==> config.mk <==
export PLATFORM = sky130hd
export DESIGN_NAME = array_ctrl
export DESIGN_NICKNAME = d
export VERILOG_FILES = /design/src/logic/sa_pkg.sv /design/src/logic/array_ctrl.sv
export SDC_FILE = /design/constraint.sdc
export NUM_CORES = 1
export LEC_CHECK = 0
export BUFFER_PORTS_ARGS = -buffer_cell sky130_fd_sc_hd__buf_2
export CORE_UTILIZATION = 50
export DETAILED_ROUTE_END_ITERATION = 10
export GPL_TIMING_DRIVEN = 0
export PLACE_DENSITY = 0.77
export SLEW_MARGIN = 20
export SYNTH_ARGS = -nofsm -noshare
export SYNTH_HDL_FRONTEND = slang
export SYNTH_SLANG_ARGS = --single-unit
==> constraint.sdc <==
create_clock -name clk -period 2.7 [get_ports clk]
set_input_delay 0.27 -clock clk [delete_from_list [all_inputs] [get_ports clk]]
set_output_delay 0.27 -clock clk [all_outputs]
set_load 0.01 [all_outputs]
==> src/logic/sa_pkg.sv <==
`default_nettype none

package sa_pkg;

    parameter int DEF_IWIDTH = 8;   // Signed input and weight width
    parameter int DEF_OWIDTH = 24;  // Signed accumulator width
    parameter int DEF_HEIGHT = 8;
    parameter int DEF_WIDTH  = 8;
    parameter int DEF_LEN_W  = 8;   // Vector count width

    typedef enum logic [2:0] {
        S_IDLE,
        S_LOAD_W,                   // Shifting weight rows down
        S_STREAM,                   // Accepting input vectors
        S_DRAIN,                    // Wavefront leaves the grid
        S_SUM                       // Column sums move up
    } ctrl_state_e;

endpackage

`default_nettype wire

==> src/logic/array_ctrl.sv <==
`timescale 1ns/1ps
`default_nettype none

module array_ctrl #(
    parameter int HEIGHT = sa_pkg::DEF_HEIGHT,
    parameter int WIDTH  = sa_pkg::DEF_WIDTH,
    parameter int LEN_W  = sa_pkg::DEF_LEN_W
) (
    input  logic              clk,
    input  logic              rst_i,
    input  logic              start_i,
    input  logic [LEN_W-1:0]  len_i,
    input  logic              wght_vld_i,
    input  logic              ifm_vld_i,
    output logic [WIDTH-1:0]  en_w_o,
    output logic [WIDTH-1:0]  clr_o_o,
    output logic [WIDTH-1:0]  en_o_o,
    output logic [HEIGHT-1:0] en_i_o,
    output logic [HEIGHT-1:0] clr_i_o,
    output logic              busy_o,
    output logic              done_o
);

    localparam int CNT_W = $clog2(HEIGHT + WIDTH + 1);
    localparam int ROW_W = $clog2(HEIGHT + 1);

    sa_pkg::ctrl_state_e state_q;
    logic [ROW_W-1:0]    row_cnt_q;
    logic [LEN_W-1:0]    vec_cnt_q;
    logic [LEN_W-1:0]    len_q;
    logic [CNT_W-1:0]    cyc_cnt_q;
    logic                clr_q;
    logic                done_q;
    logic                w_take;
    logic                i_take;

    // Strobes count only in their own state
    assign w_take = (state_q == sa_pkg::S_LOAD_W) && wght_vld_i;
    assign i_take = (state_q == sa_pkg::S_STREAM) && ifm_vld_i;

    always_ff @(posedge clk) begin
        if (rst_i) begin
            state_q   <= sa_pkg::S_IDLE;
            row_cnt_q <= '0;
            vec_cnt_q <= '0;
            len_q     <= '0;
            cyc_cnt_q <= '0;
            clr_q     <= 1'b0;
            done_q    <= 1'b0;
        end else begin
            clr_q  <= 1'b0;
            done_q <= 1'b0;
            case (state_q)
                sa_pkg::S_IDLE: begin
                    if (start_i) begin
                        state_q   <= sa_pkg::S_LOAD_W;
                        len_q     <= len_i;
                        row_cnt_q <= '0;
                        vec_cnt_q <= '0;
                        clr_q     <= 1'b1;      // Clears acc and output chain
                    end
                end
                sa_pkg::S_LOAD_W: begin
                    if (w_take) begin
                        if (row_cnt_q == ROW_W'(HEIGHT - 1)) state_q <= sa_pkg::S_STREAM;
                        else row_cnt_q <= row_cnt_q + 1'b1;
                    end
                end
                sa_pkg::S_STREAM: begin
                    if (i_take) begin
                        if (vec_cnt_q == len_q - 1'b1) begin
                            state_q   <= sa_pkg::S_DRAIN;
                            cyc_cnt_q <= '0;
                        end else begin
                            vec_cnt_q <= vec_cnt_q + 1'b1;
                        end
                    end
                end
                sa_pkg::S_DRAIN: begin
                    if (cyc_cnt_q == CNT_W'(HEIGHT + WIDTH - 1)) begin
                        state_q   <= sa_pkg::S_SUM;
                        cyc_cnt_q <= '0;
                    end else begin
                        cyc_cnt_q <= cyc_cnt_q + 1'b1;
                    end
                end
                sa_pkg::S_SUM: begin
                    if (cyc_cnt_q == CNT_W'(HEIGHT - 1)) begin
                        state_q <= sa_pkg::S_IDLE;
                        done_q  <= 1'b1;
                    end else begin
                        cyc_cnt_q <= cyc_cnt_q + 1'b1;
                    end
                end
                default: state_q <= sa_pkg::S_IDLE;
            endcase
        end
    end

    assign en_w_o  = {WIDTH{w_take}};
    assign en_i_o  = {HEIGHT{i_take}};              // Skew is added inside the array
    assign clr_i_o = {HEIGHT{clr_q}};
    assign clr_o_o = {WIDTH{clr_q}};
    assign en_o_o  = {WIDTH{state_q == sa_pkg::S_SUM}};
    assign busy_o  = (state_q != sa_pkg::S_IDLE);
    assign done_o  = done_q;

endmodule

`default_nettype wire

# ---- Word-level counts from Yosys, hierarchy flattened
# Cells that the tools add are included.
# Widths: inputs -> output; s select.
dict set report classes {
  n_reduce_logical 14
  eq_ne 18
  n_addsub 4
  bitwise_logic 2
  muxes 23
}
# cell n
set op_table {}
lappend op_table {{$mux 8} 3}
lappend op_table {{$mux 3} 7}
lappend op_table {{$mux 5} 4}
lappend op_table {{$pmux 8 s2} 1}
lappend op_table {{$pmux 3 s5} 1}
lappend op_table {{$pmux 5 s3} 1}
lappend op_table {{$ne 2x2->1 const B} 7}
lappend op_table {{$mux 4} 3}
lappend op_table {{$reduce_and 4->1} 3}
lappend op_table {{$add 8x1->8 const B} 1}
lappend op_table {{$eq 8x8->1} 1}
lappend op_table {{$pmux 4 s2} 1}
lappend op_table {{$sub 8x1->8 const B} 1}
lappend op_table {{$reduce_and 7->1} 1}
lappend op_table {{$eq 3x2->1 const B} 2}
lappend op_table {{$ne 2x1->1 const B} 3}
lappend op_table {{$reduce_bool 3->1} 2}
lappend op_table {{$add 5x1->5 const B} 1}
lappend op_table {{$eq 5x3->1 const B} 1}
lappend op_table {{$eq 5x4->1 const B} 1}
lappend op_table {{$add 4x1->4 const B} 1}
lappend op_table {{$eq 4x3->1 const B} 1}
lappend op_table {{$reduce_bool 2->1} 2}
lappend op_table {{$reduce_or 2->1} 2}
lappend op_table {{other kinds (7)} 10}
dict set report word_totals {
  word_cells 68
  ff_bits 30
  output_inout_bits 42
}

# ---- Logic depth before layout (Yosys ltp)
# Gate-level depths: netlist of run 1.
dict set report depth {
  depth_word 5
  ltp_mapped 11
  ltp_nobuf 10
}

# ---- Worst setup path after synthesis of run 1
# OpenSTA, ideal clock, no wires.
dict set report synth_path {
  kind {register to register}
  start {reg len_q[0]}
  end {reg cyc_cnt_q[3]}
  path_stages_with_launch 9
  t_arrival_ns 2.457
  t_required_ns 2.630
  synth_period_minus_slack_ns 2.527
  setup_ns 0.070
  n_path_buf 0
  slack_ns 0.173
  path_cell_list {dfxtp_1 inv_1 ha_1 xnor2_1 or4_1 a211oi_2 a31oi_2 or4_1 a21oi_1}
}
dict set report synth_between {
  elab_chain_cells 4
}
# element line
set synth_lines {}
lappend synth_lines {{from (decl)} array_ctrl.sv:30} ;# logic [LEN_W-1:0] len_q;
lappend synth_lines {{from (signal assigned)} array_ctrl.sv:57} ;# len_q <= len_i;
lappend synth_lines {{$sub 8x1->8} array_ctrl.sv:71} ;# if (vec_cnt_q == len_q - 1'b1) begin
lappend synth_lines {{$eq 8x8->1} array_ctrl.sv:71}
lappend synth_lines {{$ne 2x1->1 (no line)} -}
lappend synth_lines {{$reduce_and 4->1 (no line)} -}
lappend synth_lines {{to (signal assigned)} array_ctrl.sv:84} ;# cyc_cnt_q <= cyc_cnt_q + 1'b1;
lappend synth_lines {{to (signal assigned)} array_ctrl.sv:92} ;# cyc_cnt_q <= cyc_cnt_q + 1'b1;
lappend synth_lines {{to (decl)} array_ctrl.sv:31} ;# logic [CNT_W-1:0] cyc_cnt_q;
# No other way between the ends.
# A chain may end at the register's enable or synchronous reset.

# ---- Final worst setup path of run 1
# Ends and elaborated chain as after synthesis.

==> impl_metrics.toml, run 1 <==
[finish]
post-route-cell-area_um2 = 2500
area.sequential_um2 = 606
layout_commonest_cell = "sky130_fd_sc_hd__buf_2"
syn_to_final_growth_pct = 24.7
final_net_count = 340
final_cell_mix = "sky130_fd_sc_hd__buf_2, sky130_fd_sc_hd__buf_4, sky130_fd_sc_hd__nand2_1"
multi_input_area_um2 = 1050
filler_cell_count = 322
post_route_cells_drive_above_1_share = 0.366
antennaDiodeCount = 0

[clocking]
sink_count = 30
h-tree-depth = 2
cts-root-buf = "sky130_fd_sc_hd__clkbuf_8"
clk_pin_slew_ns = 0.06
clkLatencyLatePin_ns = 0.29
tritoncts = "built"
cts-root-to-sink-buffers = 2
post_cts_hold_buffer_count = 0
cts_buffers = 5

[placement]
pre_cts_ws_ns = -0.123
post-dp-hpwl_um = 3080
numPortBuffers = 54
gp_routability_congestion = 0.832
dpl-instance-area_um2 = 2340

[synthesis]
syn_nets = 277
synth_seq_cells = 30
number_of_synthesized_flops_with_an_enable_pin = 0
synthesis.area_um2 = 2010
synthFlopType = "sky130_fd_sc_hd__dfxtp_1"
synthCells = 258
synth_cell_types = 45
async_flop_share = 0
synth_seq_area_share = 0.299
synth_warnings = 0
synthesis.area_per_instance_um2 = 7.77

[power]
power.leakage_nw = 1.25
p_per_area_nw_per_um2 = 569
finalPower_mw = 1.42
max-vdd-ir-drop_mv = 0.477

[sta]
hold_violations = 0
report.final.setup_viol = 0
post-route-min-period_ns = 2.63
tns_ns = 0
timing.fmax_mhz = 380
post-route-period-util = 0.976
max-slew-margin-rel = 0.564
final-max-slew-violation-count = 0
setup_slack_ns = 0.0658
worst-slew-pin-transition_ns = 0.644
unrepaired_setup_endpoints_after_global_routing = "yes"
timing.clock.skew_ns = 0.00602

[global_routing]
grt_max_degree = 17
first_global_vias = 1532
gr-usage-all-layers = 0.208
antenna_found_initial = 0
grt_remaining_overflow = 0
grt_first_pass_wirelength_um = 6780

[floorplan]
row_count = 22
die_width_um = 65.3
die-height_um = 65.3
core_area_um2 = 3740
initial_utilization = 0.536
die_area_um2 = 4270
top_level_ports = 55

[worst_hold_path]
hold-path-endpoint = "len_q[0]$_SDFFE_PP0P_"
hp-class = "in2reg"
worst_hold_stages = 3
hp-start = "len_i[0]"

[critical_path]
nature_of_the_critical_path_endpoint = "register"
path_max_fanout = 7
worst_r2r_endpoint = "cyc_cnt_q[3]$_SDFFE_PP0P_"
crit_family = "simple AND/OR/NAND/NOR gates"
critical_path_required_ns = 2.92
regToRegSetupSlack_ns = 0.07
cp_slowest_cell = "sky130_fd_sc_hd__or4_4"
arrival_ns = 2.85
max_stage_delay_ns = 0.55
setup.worst_path.class = "reg2reg"
path_cells = "inv_1 > ha_1 > xnor2_1 > or4_4 > a211oi_4 > a31oi_4 > or4_1 > a21oi_1"
reg2reg_depth = 8
critPathBufInv = 1
worst_r2r_startpoint = "len_q[0]$_SDFFE_PP0P_"
cp_startpoint_kind = "register"

[route]
totalWireLength_um = 4160
antenna_left = 0
drtIter0Drc = 64
route.detailed.drc = 0
drt_pass1_iterations = 4
count_of_vias_placed_by_the_detailed_router = 1867
routed_wire_length_per_instance_um = 11.3
vias_per_cell = 5.05

[run]
max-cap-violations = 0

[run_status]
outcome = "finished clean"
[per-layer routing]
layer / vias to the layer above / part of all wire / track usage
li1: 974 / - / -
met1: 834 / 0.47 / 0.265
met2: 49 / 0.45 / 0.327
met3: 10 / 0.053 / 0.0469
met4: 0 / 0.023 / 0.106
met5: - / 0 / 0
[state kept, by name (all words and copies together) (netlist names)]
name	flops
clr_q	1
cyc_cnt_q	5
done_o	1
len_q	8
row_cnt_q	4
state_q	3
vec_cnt_q	8
[cell type report]
cell class              instances  area share
plain buffers                  51       0.139
clock buffers                   8      0.0440
multi-input cells             167       0.422
inverters                      10      0.0150
flip-flops and latches         30       0.242
well taps                      48      0.0240
repair buffers                 56       0.114
[report_power, final]
group          internal, mW  leakage, nW  switching [mW]
registers             0.473        0.245          0.0397
clock network         0.257       0.0575           0.166
logic                 0.233        0.947           0.254
[tightest hold or removal path, delay by kind of cell]
family	cells	cell delay, ns
compound gates	1	0.05
simple gates	1	0.04
buf+inv	1	0.09
[stage by stage]
step                      hold slack [ns]  instances   util
after floorplan                     0.406        258      -
after global placement              0.461        360  0.624
after detailed placement            0.471        360  0.624
after CTS                           0.204        370  0.663
after global routing                0.218        370  0.668
final                               0.204        370  0.668
[Yosys cell counts, types with 2 or more instances]
cell | count | area [um^2]
sky130_fd_sc_hd__or3_1 | 2 | 12.5
sky130_fd_sc_hd__and3_1 | 2 | 12.5
sky130_fd_sc_hd__a31oi_1 | 6 | 37.5
sky130_fd_sc_hd__ha_1 | 6 | 75.1
sky130_fd_sc_hd__nand3_1 | 5 | 25.0
sky130_fd_sc_hd__inv_1 | 10 | 37.5
sky130_fd_sc_hd__a311oi_1 | 2 | 17.5
sky130_fd_sc_hd__nor3b_1 | 3 | 22.5
sky130_fd_sc_hd__xor2_1 | 5 | 43.8
sky130_fd_sc_hd__buf_4 | 39 | 293
sky130_fd_sc_hd__or4_1 | 2 | 15.0
sky130_fd_sc_hd__nand2_1 | 35 | 131
sky130_fd_sc_hd__xnor2_1 | 9 | 78.8
sky130_fd_sc_hd__buf_2 | 2 | 10.0
sky130_fd_sc_hd__and2_1 | 3 | 18.8
sky130_fd_sc_hd__nand4_1 | 3 | 18.8
sky130_fd_sc_hd__o21ai_0 | 6 | 30.0
sky130_fd_sc_hd__a41o_1 | 4 | 40.0
sky130_fd_sc_hd__a211oi_1 | 3 | 22.5
sky130_fd_sc_hd__nor3_1 | 6 | 30.0
sky130_fd_sc_hd__dfxtp_1 | 30 | 601
sky130_fd_sc_hd__nand3b_1 | 3 | 22.5
sky130_fd_sc_hd__mux2i_1 | 4 | 40.0
sky130_fd_sc_hd__nor2_1 | 23 | 86.3
sky130_fd_sc_hd__a21oi_1 | 18 | 90.1
sky130_fd_sc_hd__clkbuf_1 | 8 | 30.0
[how the worst max path moves through the flow]
| stage | start | endpoint | slack [ns] | depth (start not counted) |
|---|---|---|---|---|
| floorplan | len_q[0]$_SDFFE_PP0P_ | cyc_cnt_q[3]$_SDFFE_PP0P_ | 0.17 | 8 |
| global placement | len_q[0]$_SDFFE_PP0P_ | cyc_cnt_q[3]$_SDFFE_PP0P_ | -0.06 | 8 |
| detailed placement | len_q[0]$_SDFFE_PP0P_ | cyc_cnt_q[3]$_SDFFE_PP0P_ | -0.12 | 8 |
| CTS | len_q[0]$_SDFFE_PP0P_ | cyc_cnt_q[3]$_SDFFE_PP0P_ | 0.007 | 8 |
| global route | len_q[0]$_SDFFE_PP0P_ | cyc_cnt_q[3]$_SDFFE_PP0P_ | -0.05 | 8 |
| finish | len_q[0]$_SDFFE_PP0P_ | cyc_cnt_q[3]$_SDFFE_PP0P_ | 0.07 | 8 |
[kinds of logic (layout without fill, tap and decap cells)]
group / Yosys count / in the layout / share of synthesized area
fa+ha+maj: 6 / 6 / 0.0374
xor+xnor: 14 / 14 / 0.0611
flops: 30 / 30 / 0.299
mux: 4 / 4 / 0.0200
simple gates: 95 / 95 / 0.229
compound gates: 48 / 48 / 0.161
buf+inv: 61 / 125 / 0.192
[what timing repair did]
action / in CTS / in global routing
gates resized for setup: 5 / 3
gates cloned: 0 / 0
endpoints found under the setup margin: 3 / 10
pin swaps: 2 / 1
buffers inserted: 2 / 0
Note: power is estimated with default switching activity, not from simulation.
==> run 2, diff against run 1 <==
Settings changed: CORE_ASPECT_RATIO set to 0.6.
==> run 2 against run 1 <==
Die area increased by 0.20%. Total power decreased by 5.1%. Fmax increased by 1.0%. Flip-flop and latch count unchanged. Critical path depth unchanged. Global-route usage increased by 0.80 points. Via count increased by 2.1%. Clock-buffer cell count decreased by 1. Critical path type unchanged. Largest cell class unchanged. Largest power group unchanged.
==> impl_metrics.toml, run 2 (synthesis gave the netlist of run 1 again) <==
[sta]
setup_slack_ns = 0.0931
post-route-min-period_ns = 2.61
post-route-period-util = 0.966
hold_violations = 0
timing.clock.skew_ns = 0.00720
worst-slew-pin-transition_ns = 0.681
timing.fmax_mhz = 384
max-slew-margin-rel = 0.540
report.final.setup_viol = 0
final-max-slew-violation-count = 0
unrepaired_setup_endpoints_after_global_routing = "no"

[route]
drtIter0Drc = 211
totalWireLength_um = 4580
antenna_left = 0
routed_wire_length_per_instance_um = 12.4
route.detailed.drc = 0
count_of_vias_placed_by_the_detailed_router = 1907
vias_per_cell = 5.17
drt_pass1_iterations = 5

[clocking]
clkLatencyLatePin_ns = 0.28
sink_count = 30
clk_pin_slew_ns = 0.06
post_cts_hold_buffer_count = 0
cts-root-to-sink-buffers = 2
cts-root-buf = "sky130_fd_sc_hd__clkbuf_8"
tritoncts = "built"
h-tree-depth = 2
cts_buffers = 5

[placement]
pre_cts_ws_ns = -0.0700
placed_cells = 359
numPortBuffers = 54
post-dp-hpwl_um = 3380
gp_routability_congestion = 0.880

[floorplan]
die_area_um2 = 4280
die_width_um = 83.8
die-height_um = 51.1
initial_utilization = 0.536
row_count = 17
core_area_um2 = 3740
top_level_ports = 55

[power]
power.leakage_nw = 1.24
p_per_area_nw_per_um2 = 545
relative_contribution_of_sequential_cells_to_total_power = 0.379
power.switching_uw = 464
cellInternalPower_uw = 887
max-vdd-ir-drop_mv = 0.349
combPwrFrac = 0.374
switching_share = 0.343
p_clk_frac = 0.247

[critical_path]
nature_of_the_critical_path_endpoint = "register"
critPathBufInv = 1
cp_slowest_cell = "sky130_fd_sc_hd__or4_4"
setup.worst_path.class = "reg2reg"
arrival_ns = 2.81
cp_startpoint_kind = "register"
path_max_fanout = 6
path_cells = "inv_1 > ha_1 > xnor2_1 > or4_4 > a211oi_4 > a31oi_4 > or4_1 > a21oi_1"
critical_path_required_ns = 2.90
crit_family = "simple AND/OR/NAND/NOR gates"
max_stage_delay_ns = 0.55

[finish]
final_cells = 369
final_cell_mix = "sky130_fd_sc_hd__buf_2, sky130_fd_sc_hd__buf_4, sky130_fd_sc_hd__nand2_1"
syn_to_final_growth_pct = 23.6
area.sequential_um2 = 606
final_net_count = 341
antennaDiodeCount = 0
post_route_cells_drive_above_1_share = 0.363
layout_commonest_cell = "sky130_fd_sc_hd__buf_2"
largest_registers = "len_q: 8 flops, vec_cnt_q: 8 flops, cyc_cnt_q: 5 flops"
filler_cell_count = 339
multi_input_area_um2 = 1060

[worst_hold_path]
hp-class = "in2reg"

[run]
max-cap-violations = 0

[global_routing]
grt_first_pass_wirelength_um = 7180
gr-usage-all-layers = 0.216
antenna_found_initial = 0
first_global_vias = 1518
grt_remaining_overflow = 0
grt_max_degree = 17

[run_status]
outcome = "finished clean"
[run 2: changes by cell type in the layout (fill, tap and decap cells not counted)]
cell	previous run	this run
sky130_fd_sc_hd__clkbuf_1	8	10
sky130_fd_sc_hd__or3b_2	0	1
sky130_fd_sc_hd__clkbuf_4	0	1
sky130_fd_sc_hd__buf_4	41	42
sky130_fd_sc_hd__nor4_2	0	1
sky130_fd_sc_hd__buf_2	56	55
sky130_fd_sc_hd__or3b_4	1	0
sky130_fd_sc_hd__clkbuf_8	8	5
sky130_fd_sc_hd__nor4_1	1	0
[run 2: cell type report]
cell class	count	area share
multi-input cells	167	0.427
repair buffers	57	0.118
well taps	47	0.0237
inverters	10	0.0151
clock buffers	7	0.0308
plain buffers	51	0.141
flip-flops and latches	30	0.244
[run 2: worst paths after layout]
path                                             from                   endpoint  slack (ns)  cells after the start
worst max-delay path            len_q[0]$_SDFFE_PP0P_  cyc_cnt_q[3]$_SDFFE_PP0P_        0.09                      8
worst min-delay path                         len_i[3]      len_q[3]$_SDFFE_PP0P_        0.22                      3
worst max register to register  len_q[0]$_SDFFE_PP0P_  cyc_cnt_q[3]$_SDFFE_PP0P_        0.09                      8
worst min register to register  len_q[7]$_SDFFE_PP0P_      len_q[7]$_SDFFE_PP0P_        0.48                      2
[run 2: timing repair]
| item | CTS | global route |
|---|---|---|
| buffers inserted | 2 | 1 |
| endpoints found under the setup margin | 3 | 9 |
| pin swaps | 2 | 2 |
| resized for setup | 4 | 5 |
[run 2: worst register-to-register path: cells and delay by family (launching register included)]
family                   cells  cell delay, ns
AO/OA/AOI/OAI                3            0.62
XOR/XNOR                     1            0.13
adder cells (fa/ha/maj)      1            0.29
buffers and inverters        1            0.05
flip-flops                   1            0.37
AND/OR/NAND/NOR              2            1.09
[run 2: power groups by stage]
stage	combinational, mW	sequential [mW]	clock [mW]
floorplan	0.351	0.511	0
global placement	0.467	0.518	0
detailed placement	0.476	0.520	0
CTS	0.490	0.511	0.336
global route	0.553	0.518	0.357
finish	0.505	0.512	0.333
[run 2: layer usage]
metal  GRT usage  vias up  wire length, um
met5           0        -                0
met1       0.334      832             2360
met2       0.282       88             1770
li1            -      978                -
met4      0.0706        0               53
met3      0.0565        9              394
[run 2: through the flow]
step,total power [mW],hold slack (ns),instance area [um^2],setup TNS [ns],utilization
after detailed placement,0.996,0.482,2330,-0.137,0.624
after global placement,0.985,0.460,2330,-0.0850,0.624
after CTS,1.34,0.225,2440,0,0.653
after floorplan,0.862,0.406,2010,0,-
after global routing,1.43,0.234,2480,0,0.662
final,1.35,0.219,2480,0,0.662
==> run 3, diff against run 2 <==
Settings changed: REMOVE_ABC_BUFFERS set to 1.
==> run 3 against run 2 <==
Wire length shrank 1.4%. Register-to-register slack is essentially flat. Critical path depth grew 1. Sequential share of layout area grew 3.4 points. Worst hold slack gained 0.0018 ns. Via count shrank 7.5%. Clock-buffer cell count is the same.
==> impl_metrics.toml, run 3 (synthesis gave the netlist of run 1 again) <==
[run]
max-cap-violations = 0

[critical_path]
arrival_ns = 2.83
path_max_fanout = 5
crit_family = "simple AND/OR/NAND/NOR gates"
cp_startpoint_kind = "register"
critical_path_required_ns = 2.91
worst_r2r_startpoint = "len_q[0]$_SDFFE_PP0P_"
nature_of_the_critical_path_endpoint = "register"
regToRegSetupSlack_ns = 0.08
setup.worst_path.class = "reg2reg"
worst_r2r_endpoint = "cyc_cnt_q[3]$_SDFFE_PP0P_"
path_cells = "inv_1 > ha_2 > xnor2_1 > or4_4 > a211oi_4 > buf_6 > a31oi_4 > or4_1 > a21oi_1"
crit_path_start = "len_q[0]$_SDFFE_PP0P_"
critPathBufInv = 2
max_stage_delay_ns = 0.56
cp_slowest_cell = "sky130_fd_sc_hd__or4_4"
reg2reg_depth = 9

[floorplan]
die_width_um = 83.8
initial_utilization = 0.536
row_count = 17
top_level_ports = 55
core_area_um2 = 3740
die_area_um2 = 4280
die-height_um = 51.1

[sta]
post-route-period-util = 0.970
max-slew-margin-rel = 0.467
setup_slack_ns = 0.0822
report.final.setup_viol = 0
final-max-slew-violation-count = 0
timing.clock.skew_ns = 0.00257
post-route-min-period_ns = 2.62
hold_slack_ns = 0.221
timing.fmax_mhz = 382
worst-slew-pin-transition_ns = 0.789
hold_violations = 0
tns_ns = 0

[placement]
post-dp-hpwl_um = 3030
gp_routability_congestion = 0.811
pre_cts_ws_ns = -0.197
placed_cells = 308
dpl-instance-area_um2 = 1990
numPortBuffers = 54

[run_status]
outcome = "finished clean"

[clocking]
clk_pin_slew_ns = 0.06
clkLatencyLatePin_ns = 0.28
post_cts_hold_buffer_count = 0
cts_buffers = 5
sink_count = 30
cts-root-to-sink-buffers = 2
cts-root-buf = "sky130_fd_sc_hd__clkbuf_8"
h-tree-depth = 2
tritoncts = "built"

[finish]
final_cell_mix = "sky130_fd_sc_hd__buf_2, sky130_fd_sc_hd__nand2_1, sky130_fd_sc_hd__dfxtp_1"
largest_registers = "len_q: 8 flops, vec_cnt_q: 8 flops, cyc_cnt_q: 5 flops"
post_route_cells_drive_above_1_share = 0.286
post-route-cell-area_um2 = 2170
final_net_count = 292
final_cells = 320
antennaDiodeCount = 0
fraction_of_the_core_area_covered_by_cells_at_the_end_of_the_flow = 0.580
layout_commonest_cell = "sky130_fd_sc_hd__buf_2"
syn_to_final_growth_pct = 8.17

[global_routing]
grt_remaining_overflow = 0
grt_first_pass_wirelength_um = 6760
antenna_found_initial = 0
grt_max_degree = 24
first_global_vias = 1440
gr-usage-all-layers = 0.201

[worst_hold_path]
hold-path-endpoint = "len_q[1]$_SDFFE_PP0P_"
worst_hold_stages = 3
hp-start = "len_i[1]"
hp-class = "in2reg"

[route]
count_of_vias_placed_by_the_detailed_router = 1764
antenna_left = 0
drt_pass1_iterations = 4
totalWireLength_um = 4520
routed_wire_length_per_instance_um = 14.1
drtIter0Drc = 106
route.detailed.drc = 0
vias_per_cell = 5.51

[power]
max-vdd-ir-drop_mv = 0.279
finalPower_mw = 1.28
power.leakage_nw = 1.01
p_per_area_nw_per_um2 = 588
==> run 3: routing by layer <==
layer,GRT usage,wire length [um],up-vias
li1,-,-,889
met1,0.278,2270,812
met2,0.306,1950,56
met3,0.0549,250,7
met4,0.0593,39,0
met5,0,0,-
==> run 3: worst max-delay path by stage <==
stage / end / depth (start not counted)
finish: cyc_cnt_q[3]$_SDFFE_PP0P_ / 9
global route: vec_cnt_q[1]$_SDFFE_PP0P_ / 9
CTS: cyc_cnt_q[3]$_SDFFE_PP0P_ / 8
global placement: vec_cnt_q[5]$_SDFFE_PP0P_ / 9
floorplan: en_w_o[0] / 1
detailed placement: cyc_cnt_q[3]$_SDFFE_PP0P_ / 8
==> run 3: worst min-delay path: stages <==
cell,delay [ns]
sky130_fd_sc_hd__buf_2,0.09
sky130_fd_sc_hd__nand2_1,0.05
sky130_fd_sc_hd__a21oi_1,0.05
==> run 3: area by class of cell <==
| type | instances | area [um^2] |
|---|---|---|
| Multi-Input combinational cell | 169 | 1100 |
| Sequential cell | 30 | 603 |
| Timing Repair Buffer | 57 | 297 |
| Clock buffer | 7 | 76.3 |
| Tap cell | 47 | 58.8 |
| Inverter | 10 | 37.5 |
| Fill cell | 352 | 1570 |
==> run 3: timing repair <==
action	CTS	global route
buffers inserted	0	3
pin swaps	0	3
resized for setup	1	9
endpoints found under the setup margin	10	11
gates cloned	0	2
==> run 3: power by group <==
part | leakage [nW] | switching, mW | internal [mW]
clock | 0.0383 | 0.164 | 0.177
sequential | 0.245 | 0.0546 | 0.473
combinational | 0.726 | 0.247 | 0.160
